## src/common/cga_pkg.sv

```systemverilog
// ******************************
// Shared definitions for the CPU gate array sheet
// Holds the 64-bit microcode word layout, the literal
// union and the command, ALU, bus and condition codes
// Every block refers to these by scoped name
// ******************************

package cga_pkg;

   // Data and microcode address widths
   localparam int word_w = 16;
   localparam int csa_w = 13;

   // Command field codes
   localparam logic [4:0] comm_nop = 5'd0;
   localparam logic [4:0] comm_wrf = 5'd1;
   // Unconditional jump to literal address
   localparam logic [4:0] comm_jump = 5'd2;
   localparam logic [4:0] comm_cjump = 5'd3;
   // Interrupt enable load from bus
   localparam logic [4:0] comm_setpie = 5'd4;
   localparam logic [4:0] comm_clrpid = 5'd5;

   // ALU opcodes, low 3 bits of alui
   localparam logic [2:0] alu_add = 3'd0;
   localparam logic [2:0] alu_sub = 3'd1;
   localparam logic [2:0] alu_and = 3'd2;
   localparam logic [2:0] alu_or = 3'd3;
   localparam logic [2:0] alu_xor = 3'd4;
   localparam logic [2:0] alu_pass_a = 3'd5;
   localparam logic [2:0] alu_pass_b = 3'd6;

   // Internal data bus sources
   localparam logic [4:0] idbs_none = 5'd0;
   localparam logic [4:0] idbs_alu = 5'd1;
   localparam logic [4:0] idbs_lit = 5'd2;
   localparam logic [4:0] idbs_pil = 5'd3;

   // Condition select, low bits of ts
   localparam logic [1:0] cond_zero = 2'd0;
   localparam logic [1:0] cond_carry = 2'd1;
   localparam logic [1:0] cond_sign = 2'd2;
   localparam logic [1:0] cond_true = 2'd3;

   // Operand B source and carry-in select
   localparam logic [1:0] rbsel_bus = 2'd0;
   localparam logic [1:0] cin_zero = 2'd0;
   localparam logic [1:0] cin_one = 2'd1;

   // Low 16 bits of the word, data literal or jump target
   typedef union packed {
      logic [word_w-1:0] word;
      struct packed {
         logic [2:0]       spare;
         logic [csa_w-1:0] jump_addr;
      } jmp;
   } cs_lit_t;

   // Microcode word, bit 63 first
   typedef struct packed {
      logic [8:0] alui;
      logic [1:0] stss;
      logic [1:0] rasel;
      logic       xref3;
      logic [1:0] rbsel;
      logic [1:0] cinsel;
      logic [1:0] alum;
      logic [1:0] mis;
      logic [4:0] idbs;
      logic [4:0] comm;
      logic [3:0] ts;
      logic [1:0] delay;
      logic       vect;
      logic       scond;
      logic       econd;
      logic       loop;
      logic       dly;
      logic       bit20;
      logic [3:0] rb;
      cs_lit_t    lit;
   } csbits_t;

   // External interrupt lines, all active low
   typedef struct packed {
      logic int10_n;
      logic int11_n;
      logic int12_n;
      logic int13_n;
      logic int15_n;
   } int_levels_t;

endpackage

```

## src/cga/cga_alu.sv

```systemverilog
// ******************************
// ALU slice with 16 general registers
// Operand A is register rb, operand B the bus or literal
// Result and data bus are combinational, registers and
// zero, carry, sign flags load under the write command
// acond picks one flag for the sequencer
// ******************************

`timescale 1ns/1ns

module cga_alu (
   input  logic                       aluclk,
   input  logic                       rst_n,
   input  cga_pkg::csbits_t           cs,
   input  logic [cga_pkg::word_w-1:0] fidb_in,
   input  logic [3:0]                 pil,
   output logic [cga_pkg::word_w-1:0] fidb_out,
   output logic                       acond,
   output logic                       acond_n
);

   // Register file and flags
   logic [cga_pkg::word_w-1:0] regs [16];
   logic                       flag_z;
   logic                       flag_c;
   logic                       flag_s;

   logic [cga_pkg::word_w-1:0] op_a;
   logic [cga_pkg::word_w-1:0] op_b;
   logic                       cin;
   logic [cga_pkg::word_w:0]   res;

   assign op_a = regs[cs.rb];

   // Operand B from bus when rbsel is zero
   assign op_b = (cs.rbsel == cga_pkg::rbsel_bus) ? fidb_in : cs.lit.word;

   always_comb begin
      case (cs.cinsel)
         cga_pkg::cin_zero: cin = 1'b0;
         cga_pkg::cin_one:  cin = 1'b1;
         default:           cin = flag_c;
      endcase
   end

   // Bit 16 of res carries out of add and subtract only
   always_comb begin
      case (cs.alui[2:0])
         cga_pkg::alu_add:    res = {1'b0, op_a} + {1'b0, op_b} + {16'd0, cin};
         cga_pkg::alu_sub:    res = {1'b0, op_a} + {1'b0, ~op_b} + {16'd0, cin};
         cga_pkg::alu_and:    res = {1'b0, op_a & op_b};
         cga_pkg::alu_or:     res = {1'b0, op_a | op_b};
         cga_pkg::alu_xor:    res = {1'b0, op_a ^ op_b};
         cga_pkg::alu_pass_a: res = {1'b0, op_a};
         cga_pkg::alu_pass_b: res = {1'b0, op_b};
         default:             res = '0;
      endcase
   end

   // Register write and flag update
   always_ff @(posedge aluclk) begin
      if (!rst_n) begin
         for (int i = 0; i < 16; i++) begin
            regs[i] <= '0;
         end
         flag_z <= 1'b0;
         flag_c <= 1'b0;
         flag_s <= 1'b0;
      end else if (cs.comm == cga_pkg::comm_wrf) begin
         regs[cs.rb] <= res[cga_pkg::word_w-1:0];
         flag_z      <= (res[cga_pkg::word_w-1:0] == '0);
         flag_c      <= res[cga_pkg::word_w];
         flag_s      <= res[cga_pkg::word_w-1];
      end
   end

   // Data bus output mux
   always_comb begin
      case (cs.idbs)
         cga_pkg::idbs_none: fidb_out = '0;
         cga_pkg::idbs_alu:  fidb_out = res[cga_pkg::word_w-1:0];
         cga_pkg::idbs_lit:  fidb_out = cs.lit.word;
         // Current interrupt level, zero extended
         cga_pkg::idbs_pil:  fidb_out = {12'd0, pil};
         default:            fidb_out = '0;
      endcase
   end

   // Condition from registered flags
   always_comb begin
      case (cs.ts[1:0])
         cga_pkg::cond_zero:  acond = flag_z;
         cga_pkg::cond_carry: acond = flag_c;
         cga_pkg::cond_sign:  acond = flag_s;
         cga_pkg::cond_true:  acond = 1'b1;
         default:             acond = 1'b0;
      endcase
   end

   assign acond_n = ~acond;

   // Pin output stays the complement of the sequencer condition
   a_acond_pair : assert property (@(posedge aluclk) acond_n == !acond)
      else $error("alu: acond_n %0b with acond %0b", acond_n, acond);

endmodule

```

## src/cga/cga_intr.sv

```systemverilog
// ******************************
// Interrupt detect for levels 10 to 13 and 15
// Lines are sampled each clock, a high to low step
// sets the pending bit one clock later
// pil is the highest level pending and enabled
// ******************************

`timescale 1ns/1ns

module cga_intr (
   input  logic                       aluclk,
   input  logic                       rst_n,
   input  cga_pkg::csbits_t           cs,
   input  logic [cga_pkg::word_w-1:0] fidb_in,
   input  cga_pkg::int_levels_t       ibint_n,
   output logic [3:0]                 pil,
   output logic                       intrq_n
);

   // Sampled lines, current and one clock older
   cga_pkg::int_levels_t samp;
   cga_pkg::int_levels_t samp_d;
   cga_pkg::int_levels_t fall;

   logic [15:0] pend;
   logic [15:0] enab;
   logic [15:0] set_mask;
   logic [15:0] clr_mask;
   logic [15:0] act;

   // Was high, now low
   assign fall = samp_d & ~samp;

   // Map lines onto their level bits, 14 has no line
   assign set_mask = {fall.int15_n, 1'b0, fall.int13_n, fall.int12_n,
                      fall.int11_n, fall.int10_n, 10'd0};

   // Acknowledge clears the level in service
   assign clr_mask = (cs.comm == cga_pkg::comm_clrpid) ? (16'd1 << pil) : 16'd0;

   always_ff @(posedge aluclk) begin
      if (!rst_n) begin
         samp   <= '1;
         samp_d <= '1;
         pend   <= '0;
         enab   <= '0;
      end else begin
         samp   <= ibint_n;
         samp_d <= samp;
         // New request wins over a clear in the same clock
         pend   <= (pend & ~clr_mask) | set_mask;
         if (cs.comm == cga_pkg::comm_setpie) begin
            enab <= fidb_in;
         end
      end
   end

   // Priority encoder, highest active bit
   assign act = pend & enab;

   always_comb begin
      pil = 4'd0;
      for (int i = 1; i < 16; i++) begin
         if (act[i]) begin
            pil = 4'(i);
         end
      end
   end

   assign intrq_n = (pil == 4'd0);

   // No request without a level
   a_no_req_idle : assert property (@(posedge aluclk) (pil == 4'd0) |-> intrq_n)
      else $error("intr: intrq_n low with pil 0");

endmodule

```

## src/cga/cga_useq.sv

```systemverilog
// ******************************
// Microsequencer
// Holds the microcode address and steps it each clock
// Increments by default, loads the literal jump address
// on a jump or on a conditional jump with acond true
// ******************************

`timescale 1ns/1ns

module cga_useq (
   input  logic                       aluclk,
   input  logic                       rst_n,
   input  cga_pkg::csbits_t           cs,
   input  logic                       acond,
   output logic [cga_pkg::csa_w-1:0]  csa
);

   // Current address register
   logic [cga_pkg::csa_w-1:0] csa_r;
   logic [cga_pkg::csa_w-1:0] csa_nxt;
   logic                      take_jump;

   // Jump decision from command and condition
   always_comb begin
      take_jump = 1'b0;
      if (cs.comm == cga_pkg::comm_jump) begin
         take_jump = 1'b1;
      end else if (cs.comm == cga_pkg::comm_cjump) begin
         // Conditional, ALU picks the flag
         take_jump = acond;
      end
   end

   // Jump target from the address view of the literal
   always_comb begin
      if (take_jump) begin
         csa_nxt = cs.lit.jmp.jump_addr;
      end else begin
         // Wraps at 13 bits
         csa_nxt = csa_r + cga_pkg::csa_w'(1);
      end
   end

   always_ff @(posedge aluclk) begin
      if (!rst_n) begin
         csa_r <= '0;
      end else begin
         csa_r <= csa_nxt;
      end
   end

   assign csa = csa_r;

   // Jump lands on the previous word's target
   property p_jump_lands;
      @(posedge aluclk)
         (rst_n && cs.comm == cga_pkg::comm_jump)
            |=> (csa == $past(cs.lit.jmp.jump_addr));
   endproperty

   a_jump_lands : assert property (p_jump_lands)
      else $error("useq: csa %0h after jump, expected %0h",
                  csa, $past(cs.lit.jmp.jump_addr));

endmodule

```

## src/hw/cga_sheet.sv

```systemverilog
// ******************************
// CPU gate array sheet, top level
// Feeds the microcode word and the external interrupt
// lines into the sequencer, ALU and interrupt blocks
// All blocks run on aluclk
// ******************************

`timescale 1ns/1ns

module cga_sheet (
   input  logic                        aluclk,
   input  logic                        rst_n,
   input  cga_pkg::csbits_t            cs,
   input  cga_pkg::int_levels_t        ibint_n,
   input  logic [cga_pkg::word_w-1:0]  fidb_in,
   output logic [cga_pkg::word_w-1:0]  fidb_out,
   output logic [cga_pkg::csa_w-1:0]   csa,
   output logic [3:0]                  pil,
   output logic                        intrq_n,
   output logic                        acond_n
);

   // Selected condition, ALU to sequencer
   logic acond;

   // Next microcode address
   cga_useq u_useq (
      .aluclk (aluclk),
      .rst_n  (rst_n),
      .cs     (cs),
      .acond  (acond),
      .csa    (csa)
   );

   // Register file, ALU and bus output
   cga_alu u_alu (
      .aluclk   (aluclk),
      .rst_n    (rst_n),
      .cs       (cs),
      .fidb_in  (fidb_in),
      .pil      (pil),
      .fidb_out (fidb_out),
      .acond    (acond),
      .acond_n  (acond_n)
   );

   // Interrupt sampling and priority
   cga_intr u_intr (
      .aluclk  (aluclk),
      .rst_n   (rst_n),
      .cs      (cs),
      .fidb_in (fidb_in),
      .ibint_n (ibint_n),
      .pil     (pil),
      .intrq_n (intrq_n)
   );

endmodule

```

## config.mk

```make
export PLATFORM = sky130hd
export DESIGN_NAME = cga_sheet
export DESIGN_NICKNAME = d
export VERILOG_FILES = /design/src/common/cga_pkg.sv /design/src/cga/cga_alu.sv /design/src/cga/cga_intr.sv /design/src/cga/cga_useq.sv /design/src/hw/cga_sheet.sv
export SDC_FILE = /design/constraint.sdc
export NUM_CORES = 1
export LEC_CHECK = 0
export ABC_AREA = 1
export BUFFER_PORTS_ARGS = -buffer_cell sky130_fd_sc_hd__buf_2
export CORE_UTILIZATION = 30
export CTS_CLUSTER_DIAMETER = 40
export DETAILED_ROUTE_END_ITERATION = 6
export MAX_ROUTING_LAYER = met4
export PLACE_DENSITY = 0.46
export SYNTH_ARGS = -nofsm -noshare
export SYNTH_HDL_FRONTEND = slang
export SYNTH_HIERARCHICAL = 1
export SYNTH_SLANG_ARGS = --single-unit
```

## constraint.sdc

```tcl
create_clock -name aluclk -period 5.1 [get_ports aluclk]
set_input_delay 0 -clock aluclk [delete_from_list [all_inputs] [get_ports aluclk]]
set_output_delay 0 -clock aluclk [all_outputs]
set_load 0.02 [all_outputs]
```

==> flow_summary.json, run 1 <==
{
  "status": "finished with violations",
  "violations": "DRC",
  "postSynthAreaPerCell_um2": 7.53,
  "synth_seq_area_share": 0.487,
  "setup_viol": 0,
  "busiest_layer": "met2",
  "layout_commonest_cell": "nand2_1",
  "grt_pass1_wl_mm": 94.2,
  "syn_area_mm2": 0.0181,
  "use_met1": 0.274,
  "path_cells": "nand2_1, nand2_1, nand2_1, nand3_1, nand2_1, nand2_1, nor2_1, fa_1, inv_1, fa_1, nand2_1, nand3_1, nand3_1, nor3_1, nand2_1, clkinv_1, o211ai_1, buf_2",
  "end_kind": "primary output",
  "drtPass1Iterations": 7,
  "antennaDiodeCount": 0,
  "fp.dieW_um": 248,
  "reg2reg_to": "u_alu/regs[2][14]$_SDFFCE_PN0P_",
  "synthesis.nets": 2547,
  "io_buffers": 96,
  "grt_max_degree": 100,
  "cts_setup_buffers": 0,
  "syn_to_final_growth_pct": 19.6,
  "r2r_cells": 19,
  "initial_core_util": 0.305,
  "num_rows": 89,
  "dieHeight_um": 248,
  "antenna_found_initial": 0,
  "max-vdd-ir-drop_mv": 0.309,
  "htree_num_levels": 2,
  "grt_pass1_vias": 15258,
  "grt_overflow": 0,
  "reg2reg_slack_ns": 0.87,
  "utilization": 0.365,
  "clk-insertion-delay-late_ns": 0.63,
  "cts.hold.buffers_added": 37,
  "skew_ns": 0.0441,
  "cap_viol_max_count": 0,
  "cts_made_buffers": 55,
  "worstPathRequired_ns": 5.10,
  "syn_inst": 2403,
  "clock-sinks": 312,
  "crit_type": "flip-flop to primary output",
  "clk_pin_slew_worst_paths_ns": 0.05,
  "timing.rr.start": "u_alu/flag_c$_SDFFE_PN0N_",
  "first_iter_violations": 1123,
  "min_from": "cs[35]",
  "cp_max_fo": 17,
  "critical_path_arrival_ns": 4.71,
  "drive_above_1_share": 0.111,
  "met2_usage": 0.351,
  "dpl.hpwl_mm": 44.1,
  "hold_class": "input pin to flip-flop",
  "place_congestion": 0.927,
  "fin_crit_sh": 0.924,
  "cts_resized": 0,
  "synth_seq_cells": 312,
  "core_mm2": 0.0594,
  "cts_tree": "built",
  "max_slew_margin": 0.364,
  "dieArea_mm2": 0.0613,
  "setup_tns_ns": 0,
  "met3_usage": 0.0256,
  "wl_per_cell_um": 19.1,
  "fmax_mhz": 212,
  "final_cell_mix": "nand2_1, nor2_1, inv_1, edfxtp_1, nand3_1",
  "wirelength_mm": 63.7,
  "worstHoldPathCells": 6,
  "rsz0062_at_grt": "false",
  "synth-edff-count": 256,
  "finalCriticalPeriod_ns": 4.71,
  "hold_viol": 0,
  "track_usage": 0.214,
  "slowest_stage": "clkinv_1",
  "nets": 2663,
  "powerDensity_mw_per_mm2": 370,
  "leakage_nw": 10.3,
  "critPathMostFrequentCell": "nand2_1",
  "drc_errors": 15,
  "synthArstFlopShare": 0,
  "num_io_pins": 122,
  "ant_nets": 0,
  "min_to": "u_alu/flag_s$_SDFFE_PN0N_",
  "synth_warnings": 6,
  "cts_root_buf": "clkbuf_16",
  "cts.path.max_buffers": 3,
  "drv_slew": 0,
  "crit_path_max_incr_delay_ns": 0.70,
  "vias": 15980,
  "synth.distinct_cells": 45,
  "worstSetupStartpointType": "flip-flop",
  "tightest_slew_ns": 0.943,
  "ys.flop_type": "edfxtp_1",
  "avgViaCountPerCell": 4.79
}
[sequential cells by signal, summed over array words and instances (netlist names)]
signal	cells
u_intr/pend	15
u_alu/flag_z	1
u_useq/csa	13
u_intr/samp_d	5
u_alu/flag_c	1
u_intr/samp	5
u_intr/enab	15
u_alu/regs	256
u_alu/flag_s	1
[kinds of logic (layout without fill, tap and decap cells)]
| logic type | Yosys count | count (layout) | share of synthesized area |
|---|---|---|---|
| buffers and inverters | 384 | 546 | 0.0866 |
| DFF | 312 | 312 | 0.487 |
| AOI/OAI and AO/OA | 172 | 172 | 0.0541 |
| xor gates and xnor gates | 5 | 5 | 0.00242 |
| and+or+nand+nor | 1473 | 1473 | 0.329 |
| adders and majority gates | 57 | 57 | 0.0415 |
[cells in the mapped netlist (all sizes together) (5+ instances only)]
master  count  area [µm²]
nand2     933        3540
nor2      363        1440
inv       274        1030
edfxtp    256        7690
nand3     116         601
o21ai      69         345
buf        68         368
dfxtp      56        1120
a21oi      55         290
ha         52         651
clkbuf     36         146
nand4      26         163
or2        17         106
o22ai      16         100
nor3       11        55.1
a22oi       8        60.1
o21bai      7        52.6
clkinv      6        22.5
o211ai      6        45.0
fa          5         100
nand3b      5        37.5
[power breakdown]
part,leakage [nW],internal (mW),switching [mW]
clock,0.954,2.55,1.38
sequential,3.11,2.84,0.0298
combinational,6.26,0.309,0.898
[how the worst max path moves through the flow]
stage                                    from                                to  slack [ns]  depth (start not counted)
2_1_floorplan                          cs[16]  u_alu/regs[12][14]$_SDFFCE_PN0P_        1.83                         28
3_3_place_gp                           cs[16]   u_alu/regs[12][5]$_SDFFCE_PN0P_        0.62                         23
3_5_place_dp                           cs[16]    u_alu/regs[6][5]$_SDFFCE_PN0P_        0.61                         23
4_1_cts             u_alu/flag_c$_SDFFE_PN0N_                      fidb_out[10]        0.44                         18
5_1_grt             u_alu/flag_c$_SDFFE_PN0N_                      fidb_out[10]        0.12                         18
6_report       u_alu/regs[8][0]$_SDFFCE_PN0P_                       fidb_out[2]        0.39                         18
[layout make-up]
class                           count  area [µm²]
Clock inverter                     44         593
Sequential cell                   312        8810
Tap cell                          773         967
Inverter                          280        1050
Fill cell                        6191       37700
Timing Repair Buffer              163        1100
Clock buffer                       59        1390
Multi-Input combinational cell   1707        7730
[critical path, delay by kind of cell (launching register included)]
family | cells | cell delay [ns]
compound gates | 1 | 0.44
fa+ha+maj | 2 | 0.75
buf+inv | 3 | 1.00
flops | 1 | 0.36
simple gates | 12 | 1.54
[routing by layer]
layer | wire (µm) | vias to the layer above
met3 | 3400 | 97
met5 | 0 | -
li1 | - | 7833
met1 | 28100 | 7576
met2 | 30600 | 474
met4 | 1610 | 0
[metrics by stage]
stage,cell area [µm²],hold WS [ns],power (mW),instances,setup slack (ns)
6_report,21600,0.0474,8.00,3338,0.389
5_1_grt,21600,0.0753,8.30,3338,0.116
4_1_cts,21600,0.0241,8.05,3338,0.437
3_5_place_dp,19300,0.191,4.09,3198,0.614
3_3_place_gp,19300,0.187,4.08,3198,0.623
2_1_floorplan,18100,0.107,3.63,2403,1.83
Power figures use the tool's default switching activity.
==> inputs of run 2 (changes only) <==
--- a/config.mk
+++ b/config.mk
@@ -6,11 +6,11 @@
 export NUM_CORES = 1
 export LEC_CHECK = 0
 export ABC_AREA = 1
-export BUFFER_PORTS_ARGS = -buffer_cell sky130_fd_sc_hd__buf_2
+export BUFFER_PORTS_ARGS = -buffer_cell sky130_fd_sc_hd__clkbuf_2
+export CAP_MARGIN = 20
 export CORE_UTILIZATION = 30
 export CTS_CLUSTER_DIAMETER = 40
 export DETAILED_ROUTE_END_ITERATION = 6
-export MAX_ROUTING_LAYER = met4
 export PLACE_DENSITY = 0.46
 export SYNTH_ARGS = -nofsm -noshare
 export SYNTH_HDL_FRONTEND = slang
==> flow_summary.json, run 2 (synthesized netlist as in run 1, its figures left out) <==
{
  "skew_ns": 0.0357,
  "end_kind": "primary output",
  "top_register": "u_alu/regs",
  "initial_core_util": 0.305,
  "cts_made_buffers": 57,
  "crit_path_start": "u_alu/regs[14][0]$_SDFFCE_PN0P_",
  "fp.dieW_um": 248,
  "largest_reg_flops": 256,
  "grt_pass1_vias": 15473,
  "total_power_mw": 7.85,
  "r2r_cells": 25,
  "cp_max_fo": 17,
  "cap_viol_max_count": 0,
  "grt_max_degree": 65,
  "dpl-instance-area_mm2": 0.0194,
  "reg2reg_slack_ns": 0.64,
  "cp-endpoint": "fidb_out[2]",
  "vias": 16032,
  "violations": "DRC",
  "reg2reg_to": "u_alu/flag_z$_SDFFE_PN0N_",
  "place_congestion": 0.909,
  "cts_tree": "built",
  "multiInputGateArea_mm2": 0.00773,
  "setup_viol": 0,
  "layout_commonest_cell": "nand2_1",
  "wl_per_cell_um": 18.9,
  "dpl.hpwl_mm": 44.3,
  "hold_viol": 0,
  "powerDensity_mw_per_mm2": 362,
  "final_cell_mix": "nand2_1, nor2_1, inv_1, edfxtp_1, nand3_1",
  "finalCriticalPeriod_ns": 4.60,
  "worstHoldPathCells": 4,
  "setup_tns_ns": 0,
  "clk_pin_slew_worst_paths_ns": 0.06,
  "cts_root_buf": "clkbuf_16",
  "fmax_mhz": 217,
  "max_slew_margin": 0.372,
  "grt_overflow": 0,
  "wirelength_mm": 63.4,
  "drtPass1Iterations": 7,
  "drc_errors": 18,
  "num_io_pins": 122,
  "cts.path.max_buffers": 3,
  "seqCellArea_mm2": 0.00881,
  "worstSetupStartpointType": "flip-flop",
  "rsz0062_at_grt": "false",
  "max-vdd-ir-drop_mv": 0.257,
  "hold_class": "input pin to flip-flop",
  "reg_top3": "u_alu/regs: 256 flops, u_intr/enab: 15 flops, u_intr/pend: 15 flops",
  "critical_path_arrival_ns": 4.60,
  "cts_setup_buffers": 0,
  "clk-insertion-delay-late_ns": 0.62,
  "io_buffers": 96,
  "status": "finished with violations",
  "drive_above_1_share": 0.116,
  "num_rows": 89,
  "htree_num_levels": 2,
  "drv_slew": 0,
  "first_iter_violations": 1282,
  "crit_type": "flip-flop to primary output",
  "worstPathRequired_ns": 5.10,
  "grt_pass1_wl_mm": 94.3,
  "dieArea_mm2": 0.0613,
  "utilization": 0.365,
  "fillers": 6235,
  "stdcell_area_mm2": 0.0217,
  "syn_to_final_growth_pct": 19.7,
  "track_usage": 0.207,
  "avgViaCountPerCell": 4.78,
  "nets": 2674,
  "tightest_slew_ns": 0.939,
  "timing.rr.start": "u_alu/regs[14][0]$_SDFFCE_PN0P_",
  "clock-sinks": 312,
  "fin_crit_sh": 0.903,
  "dieHeight_um": 248,
  "antenna_found_initial": 0,
  "leakage_nw": 10.3,
  "core_mm2": 0.0594,
  "ant_nets": 0
}
run 2: cell types whose count changed in the layout (fill, tap and decap cells not counted), sizes merged:
cell | before | now
clkinv | 29 | 24
clkbuf | 59 | 163
buf | 126 | 39
bufinv | 11 | 3
clkinvlp | 5 | 4
dlygate4sd3 | 37 | 38
diode | 0 | 1
inv | 279 | 288
run 2: through the flow:
step,hold slack [ns],instances,setup slack [ns]
floorplan,0.107,2403,1.83
global placement,0.189,3206,0.451
detailed placement,0.192,3206,0.428
CTS,0.00163,3351,0.441
global route,0.0349,3351,0.166
finish,0.0368,3352,0.497
run 2: what timing repair did:
item                      in CTS  in global routing
hold buffers                  38                  0
hold endpoints to repair      35                  0
gates resized for setup        0                  0
run 2: area by class of cell:
cell class,count,area share
Timing Repair Buffer,172,0.0542
Tap cell,773,0.0446
Antenna cell,1,0.000115
Clock inverter,39,0.0182
Inverter,280,0.0486
Clock buffer,68,0.0711
Sequential cell,312,0.406
Multi-Input combinational cell,1707,0.357
run 2: per-layer routing:
| metal | wire (µm) | GRT usage |
|---|---|---|
| met5 | 0 | 0 |
| met4 | 2030 | 0.0731 |
| met3 | 2970 | 0.0256 |
| met2 | 30200 | 0.349 |
| met1 | 28200 | 0.270 |
run 2: worst min-delay path by stage:
| stage | end | start |
|---|---|---|
| finish | u_intr/enab[12]$_SDFFE_PN0N_ | cs[34] |
| global route | u_intr/enab[12]$_SDFFE_PN0N_ | cs[34] |
| CTS | u_intr/enab[12]$_SDFFE_PN0N_ | cs[34] |
| detailed placement | u_intr/samp[1]$_SDFF_PN1_ | ibint_n[1] |
| global placement | u_intr/samp[0]$_SDFF_PN1_ | ibint_n[0] |
| floorplan | u_intr/samp[0]$_SDFF_PN1_ | ibint_n[0] |
run 2: where the power goes:
group | internal, mW | switching [mW]
registers | 2.84 | 0.0296
clock network | 2.35 | 1.42
logic | 0.319 | 0.896
run 2: critical path, stage by stage, from the launching register on:
cell and delay [ns]:
edfxtp_1 0.36, nand2_1 0.07, nand2_1 0.09, nand2_1 0.08
nand2_1 0.06, nand2_1 0.12, nand2_1 0.12, nor2_1 0.38
fa_1 0.25, inv_1 0.07, fa_1 0.49, nand2_1 0.11
nand3_1 0.08, nand3_1 0.10, nor3_1 0.07, nand2_1 0.10
clkinv_1 0.71, o211ai_1 0.45, clkbuf_2 0.25
==> inputs of run 3 (changes only) <==
--- a/config.mk
+++ b/config.mk
@@ -6,7 +6,7 @@
 export NUM_CORES = 1
 export LEC_CHECK = 0
 export ABC_AREA = 1
-export BUFFER_PORTS_ARGS = -buffer_cell sky130_fd_sc_hd__clkbuf_2
+export BUFFER_PORTS_ARGS = -buffer_cell sky130_fd_sc_hd__buf_2
 export CAP_MARGIN = 20
 export CORE_UTILIZATION = 30
 export CTS_CLUSTER_DIAMETER = 40
==> flow_summary.json, run 3 (synthesized netlist as in run 1, its figures left out) <==
{
  "antennaDiodeCount": 0,
  "path_cells": "nand2_1, nand2_1, nand2_1, nand2_1, nand2_1, nand2_1, nor2_1, fa_1, inv_1, fa_1, nand2_1, nand3_1, nand3_1, nor3_1, nand2_1, clkinv_1, o211ai_1, buf_2",
  "cp_max_fo": 17,
  "grt_max_degree": 100,
  "stdcell_area_mm2": 0.0216,
  "setup_tns_ns": 0,
  "leakage_nw": 10.3,
  "grt_pass1_wl_mm": 94.3,
  "crit_type": "flip-flop to primary output",
  "status": "finished with violations",
  "layout_commonest_cell": "nand2_1",
  "syn_to_final_growth_pct": 19.5,
  "ant_nets": 0,
  "dpl-instance-area_mm2": 0.0193,
  "dpl.hpwl_mm": 43.4,
  "utilization": 0.365,
  "nets": 2660,
  "top_register": "u_alu/regs",
  "hold_viol": 0,
  "dieArea_mm2": 0.0613,
  "hold_class": "input pin to flip-flop",
  "cts_tree": "built",
  "tightest_slew_ns": 1.03,
  "wirelength_mm": 63.7,
  "track_usage": 0.207,
  "io_buffers": 96,
  "pre_cts_ws_ns": 0.621,
  "fin_ws_ns": 0.482,
  "antenna_found_initial": 1,
  "drc_errors": 9,
  "rsz0062_at_grt": "false",
  "htree_num_levels": 2,
  "place_congestion": 0.925,
  "fillers": 6227,
  "dieHeight_um": 248,
  "clock-sinks": 312,
  "grt_overflow": 0,
  "drtPass1Iterations": 7,
  "setup_viol": 0,
  "slowest_stage": "clkinv_1",
  "end_kind": "primary output",
  "cts.path.max_buffers": 3,
  "avgViaCountPerCell": 4.81,
  "num_rows": 89,
  "max_slew_margin": 0.316,
  "first_iter_violations": 1261,
  "total_power_mw": 7.93,
  "fmax_mhz": 217,
  "max-vdd-ir-drop_mv": 0.282,
  "critPathMostFrequentCell": "nand2_1",
  "num_io_pins": 122,
  "clk-insertion-delay-late_ns": 0.62,
  "fin_crit_sh": 0.905,
  "cts_made_buffers": 55,
  "largest_reg_flops": 256,
  "reg_top3": "u_alu/regs: 256 flops, u_intr/enab: 15 flops, u_intr/pend: 15 flops",
  "cap_viol_max_count": 0,
  "drv_slew": 0,
  "violations": "DRC",
  "finalCriticalPeriod_ns": 4.62,
  "grt_pass1_vias": 15454,
  "drive_above_1_share": 0.111,
  "wl_per_cell_um": 19.1,
  "critical_path_arrival_ns": 4.62,
  "worstSetupStartpointType": "flip-flop",
  "initial_core_util": 0.305,
  "worstPathRequired_ns": 5.10,
  "vias": 16019,
  "powerDensity_mw_per_mm2": 366,
  "cts_root_buf": "clkbuf_16",
  "final_cell_mix": "nand2_1, nor2_1, inv_1, edfxtp_1, nand3_1",
  "core_mm2": 0.0594,
  "skew_ns": 0.0453,
  "fp.dieW_um": 248,
  "clk_pin_slew_worst_paths_ns": 0.05,
  "crit_path_max_incr_delay_ns": 0.63
}
==> run 3: routing by layer <==
metal,up-vias,routed length (µm),track usage
met4,0,2390,0.0837
li1,7815,-,-
met2,472,29500,0.338
met5,-,0,0
met3,122,3380,0.0252
met1,7610,28500,0.276
==> run 3: critical path, delay by kind of cell, from the launching register on <==
kind	cells	cell delay [ns]
compound gates	1	0.41
fa+ha+maj	2	0.74
flops	1	0.38
simple gates	12	1.54
buf+inv	3	0.93
==> run 3: area by class of cell <==
class | count | area (µm²) | share of cell area
Clock buffer | 60 | 1440 | 0.0664
Clock inverter | 40 | 524 | 0.0242
Inverter | 280 | 1050 | 0.0487
Multi-Input combinational cell | 1707 | 7730 | 0.357
Sequential cell | 312 | 8810 | 0.407
Tap cell | 773 | 967 | 0.0447
Timing Repair Buffer | 160 | 1120 | 0.0518
==> run 3: path summary, 6_finish.rpt <==
check | to | from | slack (ns) | depth (start not counted)
worst min-delay path | u_alu/regs[7][14]$_SDFFCE_PN0P_ | cs[18] | 0.05 | 5
worst max-delay path | fidb_out[2] | u_alu/regs[6][0]$_SDFFCE_PN0P_ | 0.48 | 18
worst max register to register | u_alu/flag_z$_SDFFE_PN0N_ | u_alu/flag_c$_SDFFE_PN0N_ | 0.65 | 21
worst min register to register | u_intr/samp_d[3]$_SDFF_PN1_ | u_intr/samp[3]$_SDFF_PN1_ | 0.41 | 2
==> run 3: where the power goes <==
part | total (mW) | switching, mW | internal, mW | leakage, nW
combinational | 1.20 | 0.892 | 0.308 | 6.26
sequential | 2.86 | 0.0292 | 2.83 | 3.11
clock | 3.86 | 1.43 | 2.43 | 0.917
==> run 3: what timing repair did <==
action                     CTS  global route
resized for setup            0             0
hold buffers                38             0
hold endpoints to repair    36             0
setup buffers                0             0
setup endpoints to repair    0             0
==> run 3: metrics by stage <==
step | instances | hold slack, ns
floorplan | 2403 | 0.107
global placement | 3194 | 0.187
detailed placement | 3194 | 0.191
CTS | 3332 | 0.0124
global route | 3332 | 0.0684
finish | 3332 | 0.0527
